===== src/source/rv_arch_pkg.sv =====
package rv_arch_pkg;

    // ####################################################################
    // integer datapath widths.
    // ####################################################################

    localparam int XLEN       = 64;
    localparam int REG_ADDR_W = 5;

    // one data word of the integer datapath.
    typedef logic [XLEN-1:0] xlen_t;

    // architectural register index, x0 .. x31.
    typedef logic [REG_ADDR_W-1:0] reg_addr_t;

    // ####################################################################
    // fixed register indices.
    // ####################################################################

    localparam reg_addr_t REG_ZERO = '0; // x0, reads as zero, writes dropped.

endpackage

===== src/source/hazard_pkg.sv =====
package hazard_pkg;

    import rv_arch_pkg::*;

    // ####################################################################
    // pipeline stage views.
    // ####################################################################

    // destination held by EX, MEM or WB.
    typedef struct packed {
        reg_addr_t rd;
        logic      wr_en;
        logic      is_load;
        xlen_t     data;     // value this stage can forward.
    } stage_dst_t;

    // source operands requested by decode.
    typedef struct packed {
        reg_addr_t rs1;
        reg_addr_t rs2;
        logic      rs1_used;
        logic      rs2_used;
        xlen_t     rf_rs1;   // register file read data.
        xlen_t     rf_rs2;
    } id_req_t;

    // ####################################################################
    // control encodings.
    // ####################################################################

    typedef enum logic [1:0] {
        FWD_RF,
        FWD_EX,
        FWD_MEM,
        FWD_WB
    } fwd_sel_t;

    typedef enum logic [1:0] {
        ST_RUN,
        ST_LOAD_BUBBLE,
        ST_MEM_WAIT
    } stall_state_t;

    typedef struct packed {
        logic stall_id;   // hold PC and IF/ID.
        logic bubble_ex;  // insert nop into EX.
        logic freeze_all; // hold every stage.
        logic mem_fault;  // memory wait timed out.
    } hazard_ctrl_t;

    // true when a later stage writes the register that decode reads.
    function automatic logic src_hits(reg_addr_t rs, logic used, stage_dst_t dst);
        return used && (rs != REG_ZERO) && dst.wr_en && (rs == dst.rd);
    endfunction

endpackage


===== src/source/hazard_unit.sv =====
module hazard_unit #(
    parameter int MEM_TIMEOUT = 16
) (
    input  logic                     clk,
    input  logic                     rst_n,
    input  hazard_pkg::id_req_t      id_req,
    input  hazard_pkg::stage_dst_t   ex_dst,
    input  hazard_pkg::stage_dst_t   mem_dst,
    input  hazard_pkg::stage_dst_t   wb_dst,
    input  logic                     mem_start,
    input  logic                     mem_ready,
    output hazard_pkg::hazard_ctrl_t ctrl,
    output hazard_pkg::fwd_sel_t     op1_sel,
    output hazard_pkg::fwd_sel_t     op2_sel,
    output rv_arch_pkg::xlen_t       op1,
    output rv_arch_pkg::xlen_t       op2,
    output hazard_pkg::stall_state_t state
);

    logic load_use;
    logic in_bubble;
    logic timer_start;
    logic timer_clear;
    logic expired;

    // ####################################################################
    // datapath side.
    // ####################################################################

    hazard_detect u_hazard_detect (
        .clk       (clk),
        .rst_n     (rst_n),
        .id_req    (id_req),
        .ex_dst    (ex_dst),
        .in_bubble (in_bubble),
        .load_use  (load_use)
    );

    forward_mux u_forward_mux (
        .id_req  (id_req),
        .ex_dst  (ex_dst),
        .mem_dst (mem_dst),
        .wb_dst  (wb_dst),
        .op1_sel (op1_sel),
        .op2_sel (op2_sel),
        .op1     (op1),
        .op2     (op2)
    );

    // ####################################################################
    // stall control.
    // ####################################################################

    stall_fsm u_stall_fsm (
        .clk         (clk),
        .rst_n       (rst_n),
        .load_use    (load_use),
        .mem_start   (mem_start),
        .mem_ready   (mem_ready),
        .expired     (expired),
        .in_bubble   (in_bubble),
        .timer_start (timer_start),
        .timer_clear (timer_clear),
        .ctrl        (ctrl),
        .state       (state)
    );

    mem_wait_timer #(
        .MEM_TIMEOUT (MEM_TIMEOUT)
    ) u_mem_wait_timer (
        .clk         (clk),
        .rst_n       (rst_n),
        .timer_start (timer_start),
        .timer_clear (timer_clear),
        .expired     (expired)
    );

endmodule


===== src/source/mem_wait_timer.sv =====
module mem_wait_timer #(
    parameter int MEM_TIMEOUT = 16
) (
    input  logic clk,
    input  logic rst_n,
    input  logic timer_start,
    input  logic timer_clear,
    output logic expired
);

    localparam int CNT_W = $clog2(MEM_TIMEOUT + 1);

    logic [CNT_W-1:0] count;
    logic             busy;

    always_ff @(posedge clk or negedge rst_n) begin
        if (!rst_n) begin
            count <= '0;
            busy  <= 1'b0;
        end else if (timer_clear) begin
            count <= '0;
            busy  <= 1'b0;
        end else if (timer_start) begin
            count <= CNT_W'(MEM_TIMEOUT); // first wait cycle sees the full count.
            busy  <= 1'b1;
        end else if (busy && (count != '0)) begin
            count <= count - 1'b1;
        end
    end

    // count hits zero on this edge, the last allowed wait cycle.
    assign expired = busy && (count == CNT_W'(1));

endmodule


===== src/source/stall_fsm.sv =====
module stall_fsm (
    input  logic                     clk,
    input  logic                     rst_n,
    input  logic                     load_use,
    input  logic                     mem_start,
    input  logic                     mem_ready,
    input  logic                     expired,
    output logic                     in_bubble,
    output logic                     timer_start,
    output logic                     timer_clear,
    output hazard_pkg::hazard_ctrl_t ctrl,
    output hazard_pkg::stall_state_t state
);

    import hazard_pkg::*;

    stall_state_t state_nxt;
    logic         fault_set;
    logic         fault_q;

    // ####################################################################
    // state and fault flag.
    // ####################################################################

    always_ff @(posedge clk or negedge rst_n) begin
        if (!rst_n) begin
            state   <= ST_RUN;
            fault_q <= 1'b0;
        end else begin
            state   <= state_nxt;
            fault_q <= fault_set; // one cycle, on the way back to run.
        end
    end

    // ####################################################################
    // next state and controls.
    // ####################################################################

    always_comb begin
        state_nxt      = state;
        ctrl           = '0;
        ctrl.mem_fault = fault_q;
        timer_start    = 1'b0;
        timer_clear    = 1'b0;
        fault_set      = 1'b0;

        case (state)
            ST_RUN: begin
                if (mem_start) begin // memory wait beats load-use.
                    state_nxt   = ST_MEM_WAIT;
                    timer_start = 1'b1;
                end else if (load_use) begin
                    ctrl.stall_id  = 1'b1;
                    ctrl.bubble_ex = 1'b1;
                    state_nxt      = ST_LOAD_BUBBLE;
                end
            end
            ST_LOAD_BUBBLE: begin
                state_nxt = ST_RUN; // single nop only.
            end
            ST_MEM_WAIT: begin
                ctrl.freeze_all = 1'b1;
                if (mem_ready) begin
                    state_nxt   = ST_RUN;
                    timer_clear = 1'b1;
                end else if (expired) begin
                    state_nxt   = ST_RUN;
                    timer_clear = 1'b1;
                    fault_set   = 1'b1;
                end
            end
            default: begin
                state_nxt = ST_RUN;
            end
        endcase
    end

    assign in_bubble = (state == ST_LOAD_BUBBLE);

endmodule


===== src/source/forward_mux.sv =====
module forward_mux (
    input  hazard_pkg::id_req_t    id_req,
    input  hazard_pkg::stage_dst_t ex_dst,
    input  hazard_pkg::stage_dst_t mem_dst,
    input  hazard_pkg::stage_dst_t wb_dst,
    output hazard_pkg::fwd_sel_t   op1_sel,
    output hazard_pkg::fwd_sel_t   op2_sel,
    output rv_arch_pkg::xlen_t     op1,
    output rv_arch_pkg::xlen_t     op2
);

    import rv_arch_pkg::*;
    import hazard_pkg::*;

    // youngest writer wins; a load in EX has no data yet.
    function automatic fwd_sel_t pick_src(
        reg_addr_t  rs,
        logic       used,
        stage_dst_t ex,
        stage_dst_t mem,
        stage_dst_t wb
    );
        fwd_sel_t sel;
        sel = FWD_RF;
        if (src_hits(rs, used, ex) && !ex.is_load) begin
            sel = FWD_EX;
        end else if (src_hits(rs, used, mem)) begin
            sel = FWD_MEM;
        end else if (src_hits(rs, used, wb)) begin
            sel = FWD_WB;
        end
        return sel;
    endfunction

    function automatic xlen_t mux_src(fwd_sel_t sel, xlen_t rf_val);
        xlen_t val;
        case (sel)
            FWD_EX:  val = ex_dst.data;
            FWD_MEM: val = mem_dst.data;
            FWD_WB:  val = wb_dst.data;
            default: val = rf_val;
        endcase
        return val;
    endfunction

    // ####################################################################
    // operand paths.
    // ####################################################################

    always_comb begin
        op1_sel = pick_src(id_req.rs1, id_req.rs1_used, ex_dst, mem_dst, wb_dst);
        op2_sel = pick_src(id_req.rs2, id_req.rs2_used, ex_dst, mem_dst, wb_dst);
    end

    always_comb begin
        op1 = mux_src(op1_sel, id_req.rf_rs1);
        op2 = mux_src(op2_sel, id_req.rf_rs2);
    end

endmodule


===== src/source/hazard_detect.sv =====
module hazard_detect (
    input  logic                   clk,
    input  logic                   rst_n,
    input  hazard_pkg::id_req_t    id_req,
    input  hazard_pkg::stage_dst_t ex_dst,
    input  logic                   in_bubble,
    output logic                   load_use
);

    import hazard_pkg::*;

    logic rs1_hit;
    logic rs2_hit;
    logic conflict;
    logic stall_q;

    // ####################################################################
    // address compare against the EX destination.
    // ####################################################################

    assign rs1_hit = src_hits(id_req.rs1, id_req.rs1_used, ex_dst);
    assign rs2_hit = src_hits(id_req.rs2, id_req.rs2_used, ex_dst);

    // only a load in EX cannot be covered by forwarding.
    assign conflict = (rs1_hit || rs2_hit) && ex_dst.is_load;

    // ####################################################################
    // stall memory.
    // ####################################################################

    // last cycle's decision.
    always_ff @(posedge clk or negedge rst_n) begin
        if (!rst_n) begin
            stall_q <= 1'b0;
        end else begin
            stall_q <= load_use;
        end
    end

    // a conflict already answered by the bubble stays quiet.
    // stall_q alone is not enough, the fsm may have ignored the request.
    always_comb begin
        load_use = conflict;
        if (stall_q && in_bubble) begin
            load_use = 1'b0;
        end
    end

endmodule


===== config.mk =====
export PLATFORM = sky130hd
export DESIGN_NAME = hazard_unit
export DESIGN_NICKNAME = d
export VERILOG_FILES = /design/src/source/rv_arch_pkg.sv /design/src/source/hazard_pkg.sv /design/src/source/hazard_unit.sv /design/src/source/mem_wait_timer.sv /design/src/source/stall_fsm.sv /design/src/source/forward_mux.sv /design/src/source/hazard_detect.sv
export SDC_FILE = /design/constraint.sdc
export NUM_CORES = 1
export LEC_CHECK = 0
export BUFFER_PORTS_ARGS = -buffer_cell sky130_fd_sc_hd__buf_2
export CORE_AREA = 2 2 192 194
export CTS_CLUSTER_DIAMETER = 120
export CTS_CLUSTER_SIZE = 40
export DETAILED_ROUTE_END_ITERATION = 10
export DIE_AREA = 0 0 194 196
export PLACE_DENSITY = 0.52
export RECOVER_POWER = 25
export SYNTH_ARGS = -nofsm -noshare
export SYNTH_HDL_FRONTEND = slang
export SYNTH_SLANG_ARGS = --single-unit

===== constraint.sdc =====
create_clock -name clk -period 2.5 [get_ports clk]
set_clock_uncertainty 0.05 [all_clocks]
set_input_delay 0.375 -clock clk [delete_from_list [all_inputs] [get_ports clk]]
set_output_delay 0.375 -clock clk [all_outputs]
set_load 0.005 [all_outputs]

==> Word level (Yosys, flattened, before mapping) <==
Cells that the tools add are included.
{ "totals": {"word_cells": 82, "regBits": 10, "input_bits": 357} }
{ "op_classes": {"n_eq_ne": 17, "n_addsub": 1, "reduce_logical": 29, "mux": 30} }
{ "ops": {"columns": ["operator", "n"], "rows": [
  ["$pmux W64 S3", 2],
  ["$eq A5 B5 Y1", 6],
  ["$mux W2", 13],
  ["$logic_and A1 B1 Y1", 20],
  ["$mux W5", 3],
  ["$reduce_bool A5 Y1", 3],
  ["$mux W1", 11],
  ["$eq A2 B2 Y1 const B", 5],
  ["$eq A2 B1 Y1 const B", 3],
  ["$ne A3 B3 Y1 const B", 2],
  ["$eq A5 B1 Y1 const B", 1],
  ["$sub A5 B1 Y5 const B", 1],
  ["$pmux W2 S2", 1],
  ["$reduce_bool A3 Y1", 1],
  ["$logic_not A2 Y1", 1],
  ["$reduce_and A2 Y1", 1],
  ["$reduce_bool A2 Y1", 1],
  ["$logic_not A1 Y1", 1],
  ["$logic_or A1 B1 Y1", 1]
]} }

==> Depth between registers and ports, before layout <==
Gate-level depths: netlist of the first run.
{ "logic_depth": {"ltp_word": 10, "mapped_depth": 9} }

==> By module <==
Synthesis of the first run repeated with hierarchy kept, for this count alone.
{ "unflattened": {"cells_unflattened": 825, "area_unflattened_um2": 5482.8} }
{ "by_module_without_submodules": {"columns": ["module", "area_each_um2", "seq_area_each_um2", "cells_each", "n_inst"], "rows": [
  ["forward_mux", 4772.1, 0.0, 753, 1],
  ["mem_wait_timer", 344.1, 150.1, 34, 1],
  ["hazard_detect", 198.9, 25.0, 24, 1],
  ["stall_fsm", 167.7, 75.1, 14, 1]
]} }

==> Least setup slack after synthesis of the first run <==
OpenSTA, ideal clock, no wires.
{ "synth_timing": {"kind": "input to output", "from": "input port id_req[132] in the netlist's numbering", "to": "output port op2[10]", "path_buffers": 2, "path_stages": 7, "arrival_time_ns": 2.027, "required_time_ns": 2.075, "setup_slack_ns": 0.048, "cell_sequence": "buf_2 xnor2_1 nand4_1 nor4_4 nor3_4 buf_6 a221oi_1"} }
{ "synth_between": {"elab_chain_cells": 9, "word_cells_on_any_way": 19, "cone_classes": "eq/ne (6); mux (4); reduce/logical (9)"} }
{ "synth_lines": {"columns": ["item", "line_no", "text"], "rows": [
  ["from (decl)", "hazard_unit.sv:6", "input hazard_pkg::id_req_t id_req,"],
  ["$reduce_bool A5 Y1", "hazard_pkg.sv:53", "return used && (rs != REG_ZERO) && dst.wr_en && (rs == dst.rd);"],
  ["$logic_and A1 B1 Y1 (3 in a row)", "hazard_pkg.sv:53", null],
  ["$mux W2", "forward_mux.sv:29", "end else if (src_hits(rs, used, wb)) begin"],
  ["$mux W2", "forward_mux.sv:27", "end else if (src_hits(rs, used, mem)) begin"],
  ["$mux W2 (*)", "forward_mux.sv:25", "if (src_hits(rs, used, ex) && !ex.is_load) begin"],
  ["$eq A2 B2 Y1 / $eq A2 B1 Y1 (equally long branches)", "forward_mux.sv:37", "case (sel)"],
  ["$pmux W64 S3 (*)", "forward_mux.sv:37", null],
  ["to (decl)", "hazard_unit.sv:16", "output rv_arch_pkg::xlen_t op2,"]
]} }
Mark *: on every way between the ends. The rest lies on a longest branch, timed or not.

==> Worst setup path after layout of the first run <==
{ "layout_timing": {"from": "input port id_req[130] in the netlist's numbering", "to": "output port op2[18]"} }
The elaborated chain is that of the path after synthesis.

==> impl_metrics.ini, run 1 <==
[final_layout]
drive_above_1_share_pct = 65.93
fin_nets = 1767
final_cell_area_sq_um = 13050
area_delta_synth_final_pct = 114.6
final_cells = 1875

[floorplan]
num_rows = 70
core_sq_um = 36080
ios = 495
die_h_um = 196
dieArea_sq_um = 38020
die_x_um = 194
initial_utilization_pct = 16.85

[cts]
htreeDepth = 1
cts-root-buf = clkbuf_16
clock_tree.buffer_depth = 2
cts_tree = yes
worstSkewPairLatency_ns = 0.24
clock_sinks = 10
cts.reportedPaths.clkPinSlew_ns = 0.04
numCtsBuffers = 3

[routing]
detail_route.vias_per_cell = 5.498
ant_nets = 0
vias = 10308
drc = 0
drt_iter0_drc = 976
post_drt_wl_per_cell_um = 25.75
first_pass_iters = 5
finalWirelength_mm = 48.28

[placed_design]
gp_congestion = 0.9875
place_inst = 1788
port_buffers = 492
place_hpwl_mm = 30.72
placed_area_sq_um = 9847

[sta]
finalCritPeriodShare_pct = 115.6
setup_viol = 133
timing.slew.headroom_pct = 63.10
grt_setup_unrepaired = yes
tns_ns = -33.34
timing.fmax_ghz = 0.3460
period_minus_slack_ns = 2.891
slew_violations = 0
hold_viol_final = 0
layout_setup_ws_ns = -0.3905
max_slew.worst_pin.slew_ns = 0.5535

[worst_setup_path]
path_class = in2out
startpoint_type = input port
end_kind = output port
path_max_fanout = 5
cp_data_arrival_time_ns = 2.47
required_ns = 2.08

[power]
total_power_w = 0.002365
internal_power_w = 0.001333
peakVddDrop_v = 0.0003648
clock_power_share_pct = 11.8
total_leakage_power_nw = 6.137
comb_power_share_pct = 77.5
swShare_pct = 43.63
seqPwrFrac_pct = 10.7
power.density_nw_per_um2 = 181.2
switching_power_w = 0.001032

[outcome]
violations = setup timing
status = finished, violations left

[logic_synthesis]
synth_edf_count = 0
synthArstFlopShare_pct = 100.0
synth-main-ff-cell = dfrtp_1
syn_inst = 818
synth_area_leaders = mux2i_1 (11%), nand4b_1 (9.2%), a311o_1 (8.9%), nor4_1 (7.3%), a2bb2oi_1 (5.9%)
yosys.area.top_type = mux2i_1
synth_cell_types = 57
syn_area_sq_um = 6081
ys_seq_area_share_pct = 4.115
synth_warnings = 0
avgSynthCellArea_sq_um = 7.434
yosys.area.top_type_share_pct = 10.70
synth_seq_cells = 10
synth_nets = 1177

[grt]
grt-ovfl-total = 0
grt_pass1_vias = 10185
track_usage_pct = 22.70
grt_max_degree = 39
grt_pass1_wl_mm = 66.37
antenna_found_initial = 1

[run]
max_cap_violations = 0

[hold_path]
hold_class = in2reg
repair_timing:
action,4_1_cts,5_1_grt
resized for setup,249,133
gates cloned,30,6
endpoints found under the hold margin,10,0
setup buffers,50,12
hold buffers,1,0
pin swaps,85,102
setup endpoints to repair,131,134
critical path, cell delays in order:
cell and delay (ns):
buf_8 0.11, or4_4 0.56, o211ai_1 0.31, or2_4 0.21, a211oi_4 0.05, buf_6 0.16, buf_6 0.14, buf_6 0.12
a221oi_4 0.25, buf_2 0.17
cell usage after synthesis, types with 3 or more instances:
library cell / n
xor2_1: 14
xnor2_1: 19
nand2b_1: 8
buf_4: 4
a221oi_2: 21
a311oi_1: 3
a2bb2oi_1: 41
o22a_1: 3
or3_1: 3
buf_2: 26
o21ai_0: 4
inv_1: 64
o21a_1: 3
and4_1: 3
clkbuf_1: 60
a221oi_1: 31
mux2i_1: 65
dfrtp_1: 10
buf_6: 15
nor2b_1: 3
nand4_1: 5
or4_1: 7
nor2_1: 68
a311o_1: 54
nand2_1: 64
nor3_1: 5
a211oi_1: 13
o311ai_0: 7
and2_1: 5
and3_1: 3
a2bb2oi_2: 20
nand4b_1: 64
nor4_1: 71
worst paths after layout:
path	start	to	slack (ns)	cells past startpoint
setup / recovery	id_req[130]	op2[18]	-0.39	10
hold / removal	mem_ready	u_stall_fsm.fault_q	0.28	2
setup reg to reg	u_mem_wait_timer.count[2]	u_mem_wait_timer.count[1]	0.70	4
hold reg to reg	u_mem_wait_timer.count[1]	u_mem_wait_timer.count[1]	0.50	2
max in group asynchronous	rst_n	u_mem_wait_timer.count[3]	1.44	2
min in group asynchronous	rst_n	u_hazard_detect.stall_q	0.59	2
power by group through the flow:
stage,registers (W),clock network (W),logic [W]
floorplan,0.000242,0,0.000689
global placement,0.000252,0,0.00147
detailed placement,0.000253,0,0.00148
CTS,0.000251,0.000283,0.00170
global route,0.000260,0.000291,0.00194
finish,0.000253,0.000280,0.00183
through the flow:
stage | setup WS, ns | hold WS (ns) | utilization, %
after global placement | -0.6445 | 0.1961 | 27.29
after CTS | -0.3213 | 0.2781 | 33.94
after floorplan | 0.04772 | 0.02941 | -
after global routing | -0.4327 | 0.2944 | 36.17
final | -0.3905 | 0.2778 | 36.17
after detailed placement | -0.6064 | 0.1983 | 27.29
layout by cell type (no fill, tap or decap), types with 15 or more instances in the layout:
cell       Yosys  routed
buf_12         0      49
inv_1         64      64
buf_2         26     474
mux2i_1       65      52
nand2_4        0      33
a221oi_2      21      33
nor2_1        68      67
a2bb2oi_2     20      57
a221oi_4       0      15
nand2_2        0      25
buf_4          4      77
nor4_1        71      67
a311o_1       54      54
nand4b_1      64      64
buf_16         0      26
buf_6         15      45
per-layer routing:
metal / GRT usage (%) / vias up / share of wire, %
li1: - / 4441 / -
met1: 28.87 / 4983 / 40
met2: 39.53 / 759 / 48
met3: 4.057 / 125 / 9.1
met4: 5.696 / 0 / 3.0
met5: 0 / - / 0
state kept, by name, summed over array words and instances, names as in the netlist:
name / cells
u_stall_fsm.state: 2
u_stall_fsm.fault_q: 1
u_mem_wait_timer.busy: 1
u_hazard_detect.stall_q: 1
u_mem_wait_timer.count: 5
final cells by class:
cell class / count / area, sq um
fillers: 3701 / 23030
multi-input cells: 637 / 6389
repair buffers: 691 / 5505
well taps: 468 / 585.6
flip-flops and latches: 10 / 250.2
inverters: 65 / 244.0
clock buffers: 3 / 75.07
diodes: 1 / 2.502
logic make-up (layout without fill, tap and decap cells):
logic type | after synthesis | after routing | share of synthesized area, %
xor+xnor | 33 | 33 | 4.753
simple gates | 324 | 324 | 31.38
compound gates | 213 | 213 | 35.45
flops | 10 | 10 | 4.115
buf+inv | 171 | 759 | 13.19
other cells | 0 | 1 | 0
fa+ha+maj | 2 | 2 | 0.4115
mux | 65 | 65 | 10.70
(Power assumes the default switching activity.)
==> inputs of run 2 (changes only) <==
--- a/config.mk
+++ b/config.mk
@@ -5,7 +5,7 @@
 export SDC_FILE = /design/constraint.sdc
 export NUM_CORES = 1
 export LEC_CHECK = 0
-export BUFFER_PORTS_ARGS = -buffer_cell sky130_fd_sc_hd__buf_2
+export BUFFER_PORTS_ARGS = -buffer_cell sky130_fd_sc_hd__buf_4
 export CORE_AREA = 2 2 192 194
 export CTS_CLUSTER_DIAMETER = 120
 export CTS_CLUSTER_SIZE = 40
==> impl_metrics.ini, run 2 (synthesized netlist as in run 1, its figures left out) <==
[outcome]
status = finished, violations left
violations = setup timing

[sta]
finalCritPeriodShare_pct = 115.1
period_minus_slack_ns = 2.877
timing.fmax_ghz = 0.3476
timing.slew.headroom_pct = 60.86
hold_viol_final = 0
layout_setup_ws_ns = -0.3769
grt_setup_unrepaired = yes
setup_viol = 132
slew_violations = 0
max_slew.worst_pin.slew_ns = 0.5840

[cts]
numCtsBuffers = 3
cts-root-buf = clkbuf_16
htreeDepth = 1
clock_sinks = 10
clock_tree.buffer_depth = 2
cts_tree = yes
worstSkewPairLatency_ns = 0.24
cts.reportedPaths.clkPinSlew_ns = 0.04

[routing]
drt_iter0_drc = 683
post_drt_wl_per_cell_um = 24.80
drc = 0
first_pass_iters = 6
detail_route.vias_per_cell = 5.346
finalWirelength_mm = 46.13
vias = 9944
ant_nets = 0

[floorplan]
dieArea_sq_um = 38020
die_x_um = 194
core_sq_um = 36080
num_rows = 70
die_h_um = 196
ios = 495
initial_utilization_pct = 16.85

[grt]
grt_pass1_wl_mm = 64.35
grt-ovfl-total = 0
track_usage_pct = 21.75
antenna_found_initial = 0
grt_max_degree = 40
grt_pass1_vias = 9877

[power]
swShare_pct = 39.65
peakVddDrop_v = 0.0004909
total_leakage_power_nw = 5.949
seqPwrFrac_pct = 10.0
power.density_nw_per_um2 = 190.6
total_power_w = 0.002514
clock_power_share_pct = 11.0
comb_power_share_pct = 78.9
internal_power_w = 0.001517
switching_power_w = 0.0009968

[worst_setup_path]
path_max_fanout = 6
crit_start = id_req[130]
cpMostUsedCell = buf_12
rr_startpoint = u_mem_wait_timer.count[2]
end_kind = output port
worst_path_max_delay_cell = or4_4
required_ns = 2.08
cp_data_arrival_time_ns = 2.45
startpoint_type = input port
slowest_delay_ns = 0.57
path_class = in2out
crit_chain = buf_8 > or4_4 > o211ai_1 > or2_4 > a211oi_4 > buf_12 > buf_12 > clkbuf_16 > a221oi_2 > buf_4

[placed_design]
place_inst = 1799
port_buffers = 492
place_hpwl_mm = 32.00
gp_congestion = 0.9020
placed_area_sq_um = 11090
preCtsSetupSlack_ns = -0.6311

[final_layout]
final_cells = 1860
area_delta_synth_final_pct = 116.9
final_common_cell = buf_4
fin_nets = 1753
reg_top3 = u_mem_wait_timer.count (5), u_stall_fsm.state (2)
top_register = u_mem_wait_timer.count
largest_reg_flops = 5
nFillCells = 3776
diodes = 0
drive_above_1_share_pct = 61.14
final_cell_area_sq_um = 13190
mostFrequentLayoutCells = buf_4 (576), nor2_1 (67), nor4_1 (65)

[hold_path]
holdCritStartpoint = mem_ready
hold_class = in2reg

[run]
max_cap_violations = 0
## run 2: area by class of cell
class                           instances  area [sq um]  area share, %
Multi-Input combinational cell        637          5974          45.29
Clock buffer                            3         75.07         0.5691
Sequential cell                        10         250.2          1.897
Inverter                               65         244.0          1.850
Tap cell                              468         585.6          4.439
Timing Repair Buffer                  677          6062          45.95
## run 2: power groups by stage
stage,Combinational [W],Sequential (W),Clock (W)
final,0.00198,0.000253,0.000277
after global routing,0.00210,0.000262,0.000292
after CTS,0.00188,0.000253,0.000283
after detailed placement,0.00172,0.000255,0
after global placement,0.00170,0.000253,0
after floorplan,0.000689,0.000242,0
## run 2: final timing paths
check | end | slack, ns | cells after the start
setup / recovery | op2[59] | -0.38 | 10
hold / removal | u_stall_fsm.fault_q | 0.26 | 2
setup reg to reg | u_mem_wait_timer.count[0] | 0.67 | 4
hold reg to reg | u_mem_wait_timer.count[1] | 0.50 | 2
max in group asynchronous | u_mem_wait_timer.count[1] | 1.45 | 2
min in group asynchronous | u_stall_fsm.fault_q | 0.59 | 2
## run 2: per-layer routing
layer | vias up | GRT usage (%) | routed length, um
met3 | 92 | 3.266 | 3488
met5 | - | 0 | 0
met2 | 588 | 38.51 | 22700
met1 | 4869 | 27.57 | 18630
li1 | 4395 | - | -
met4 | 0 | 5.359 | 1316
## run 2: per-stage QoR
step	util [%]	hold slack [ns]	setup TNS (ns)
floorplan	-	0.02941	0
global placement	30.72	0.1614	-38.10
detailed placement	30.72	0.1640	-39.04
CTS	34.48	0.2613	-32.80
global route	36.56	0.2695	-43.10
finish	36.56	0.2635	-31.78
## run 2: worst max-delay path, delay by kind of cell
family	cells	cell delay, ns
AOI/OAI and AO/OA	3	0.58
buffers and inverters	5	0.71
and+or+nand+nor	2	0.78
## run 2: what timing repair did
| action | in CTS | in global routing |
|---|---|---|
| setup endpoints to repair | 133 | 133 |
| hold endpoints to repair | 10 | 0 |
| pin swaps | 27 | 27 |
| resized for setup | 134 | 88 |
| setup buffers | 22 | 21 |
| hold buffers | 1 | 0 |
| cloned | 13 | 5 |
==> inputs of run 3 (changes only) <==
--- a/config.mk
+++ b/config.mk
@@ -7,6 +7,7 @@
 export LEC_CHECK = 0
 export BUFFER_PORTS_ARGS = -buffer_cell sky130_fd_sc_hd__buf_4
 export CORE_AREA = 2 2 192 194
+export CTS_BUF_LIST = sky130_fd_sc_hd__clkbuf_4 sky130_fd_sc_hd__clkbuf_8
 export CTS_CLUSTER_DIAMETER = 120
 export CTS_CLUSTER_SIZE = 40
 export DETAILED_ROUTE_END_ITERATION = 10
==> impl_metrics.ini, run 3 (synthesized netlist as in run 1, its figures left out) <==
[outcome]
status = finished, violations left
violations = setup timing

[grt]
antenna_found_initial = 0
grt-ovfl-total = 0
grt_pass1_vias = 9862
grt_max_degree = 40
grt_pass1_wl_mm = 64.27
track_usage_pct = 21.69

[power]
power.density_nw_per_um2 = 182.0
peakVddDrop_v = 0.0004495
total_leakage_power_nw = 5.933
total_power_w = 0.002394

[hold_path]
holdCritStartpoint = mem_ready
hold_depth = 2
hold_end = u_stall_fsm.fault_q
hold_class = in2reg

[worst_setup_path]
slowest_delay_ns = 0.57
reg2reg_to = u_mem_wait_timer.count[0]
crit_start = id_req[130]
worst_path_max_delay_cell = or4_4
cp_data_arrival_time_ns = 2.45
path_class = in2out
reg2regPathDepth = 4
cpMostUsedCell = buf_12
path_max_fanout = 6
startpoint_type = input port
reg2reg_setup_slack_ns = 0.68
crit_chain = buf_8 > or4_4 > o211ai_1 > or2_4 > a211oi_4 > buf_12 > buf_12 > clkbuf_16 > a221oi_2 > buf_4
required_ns = 2.08
end_kind = output port
rr_startpoint = u_mem_wait_timer.count[2]

[floorplan]
dieArea_sq_um = 38020
die_h_um = 196
die_x_um = 194
initial_utilization_pct = 16.85
num_rows = 70
ios = 495
core_sq_um = 36080

[cts]
htreeDepth = 1
clock_tree.buffer_depth = 2
cts-root-buf = clkbuf_8
numCtsBuffers = 3
worstSkewPairLatency_ns = 0.23
clock_sinks = 10
cts_tree = yes
cts.reportedPaths.clkPinSlew_ns = 0.04

[final_layout]
final_common_cell = buf_4
post-route-util_pct = 36.46
fin_nets = 1753
drive_above_1_share_pct = 61.14
mostFrequentLayoutCells = buf_4 (576), nor2_1 (67), nor4_1 (65)
diodes = 0
reg_top3 = u_mem_wait_timer.count (5), u_stall_fsm.state (2)
area_delta_synth_final_pct = 116.4
top_register = u_mem_wait_timer.count
largest_reg_flops = 5

[sta]
hold_viol_final = 0
finalCritPeriodShare_pct = 115.1
grt_setup_unrepaired = yes
timing.fmax_ghz = 0.3477
period_minus_slack_ns = 2.876
slew_violations = 0
layout_setup_ws_ns = -0.3763
max_slew.worst_pin.slew_ns = 0.5835
setup_viol = 132
timing.slew.headroom_pct = 60.89

[placed_design]
gp_congestion = 0.9020
place_hpwl_mm = 32.00
preCtsSetupSlack_ns = -0.6311
port_buffers = 492

[routing]
vias = 9895
detail_route.vias_per_cell = 5.320
post_drt_wl_per_cell_um = 24.81
first_pass_iters = 7
ant_nets = 0
finalWirelength_mm = 46.15
drc = 0
drt_iter0_drc = 703

[run]
max_cap_violations = 0
[run 3: cell counts in the layout (fill, tap and decap cells not counted)]
No cell type changed its count.
[run 3: where the power goes]
group,switching (W),internal [W],total [W]
Combinational,0.000881,0.00110,0.00199
Sequential,0.0000457,0.000206,0.000252
Clock,0.0000531,0.000105,0.000158
[run 3: worst max path at each step]
stage               endpoint  slack (ns)  cells past startpoint
floorplan            op2[10]        0.05                      7
global placement      op1[7]       -0.59                      8
detailed placement    op1[7]       -0.63                      8
CTS                  op1[58]       -0.32                     11
global route         op2[52]       -0.42                     14
finish               op2[59]       -0.38                     10
[run 3: final cells by class]
cell class	count	area, sq um
fillers	3780	22930
repair buffers	677	6062
multi-input cells	637	5974
well taps	468	585.6
flip-flops and latches	10	250.2
inverters	65	244.0
clock buffers	3	41.29
[run 3: what timing repair did]
item,4_1_cts,5_1_grt
pin swaps,27,27
gates resized for setup,134,88
setup endpoints to repair,133,133
hold buffers,1,0
setup buffers,22,21
gates cloned,13,5
hold endpoints to repair,10,0
[run 3: worst max-delay path: cells and delay by family]
family / cells / cell delay, ns
AOI/OAI and AO/OA: 3 / 0.58
buffers and inverters: 5 / 0.71
and+or+nand+nor: 2 / 0.78
[run 3: metrics by stage]
step	instance area (sq um)	cells	hold WS, ns	TNS (ns)
after CTS	12410	1836	0.2695	-32.80
after detailed placement	11090	1799	0.1640	-39.04
after global placement	11090	1799	0.1614	-38.10
after floorplan	6081	818	0.02941	0
after global routing	13160	1860	0.2778	-43.10
final	13160	1860	0.2709	-31.55
[run 3: per-layer routing]
layer	up-vias	GRT usage (%)	wire (um)
met1	4839	27.56	18510
met2	585	38.50	22910
met3	70	3.215	3595
met4	0	5.022	1124
li1	4401	-	-
met5	-	0	0
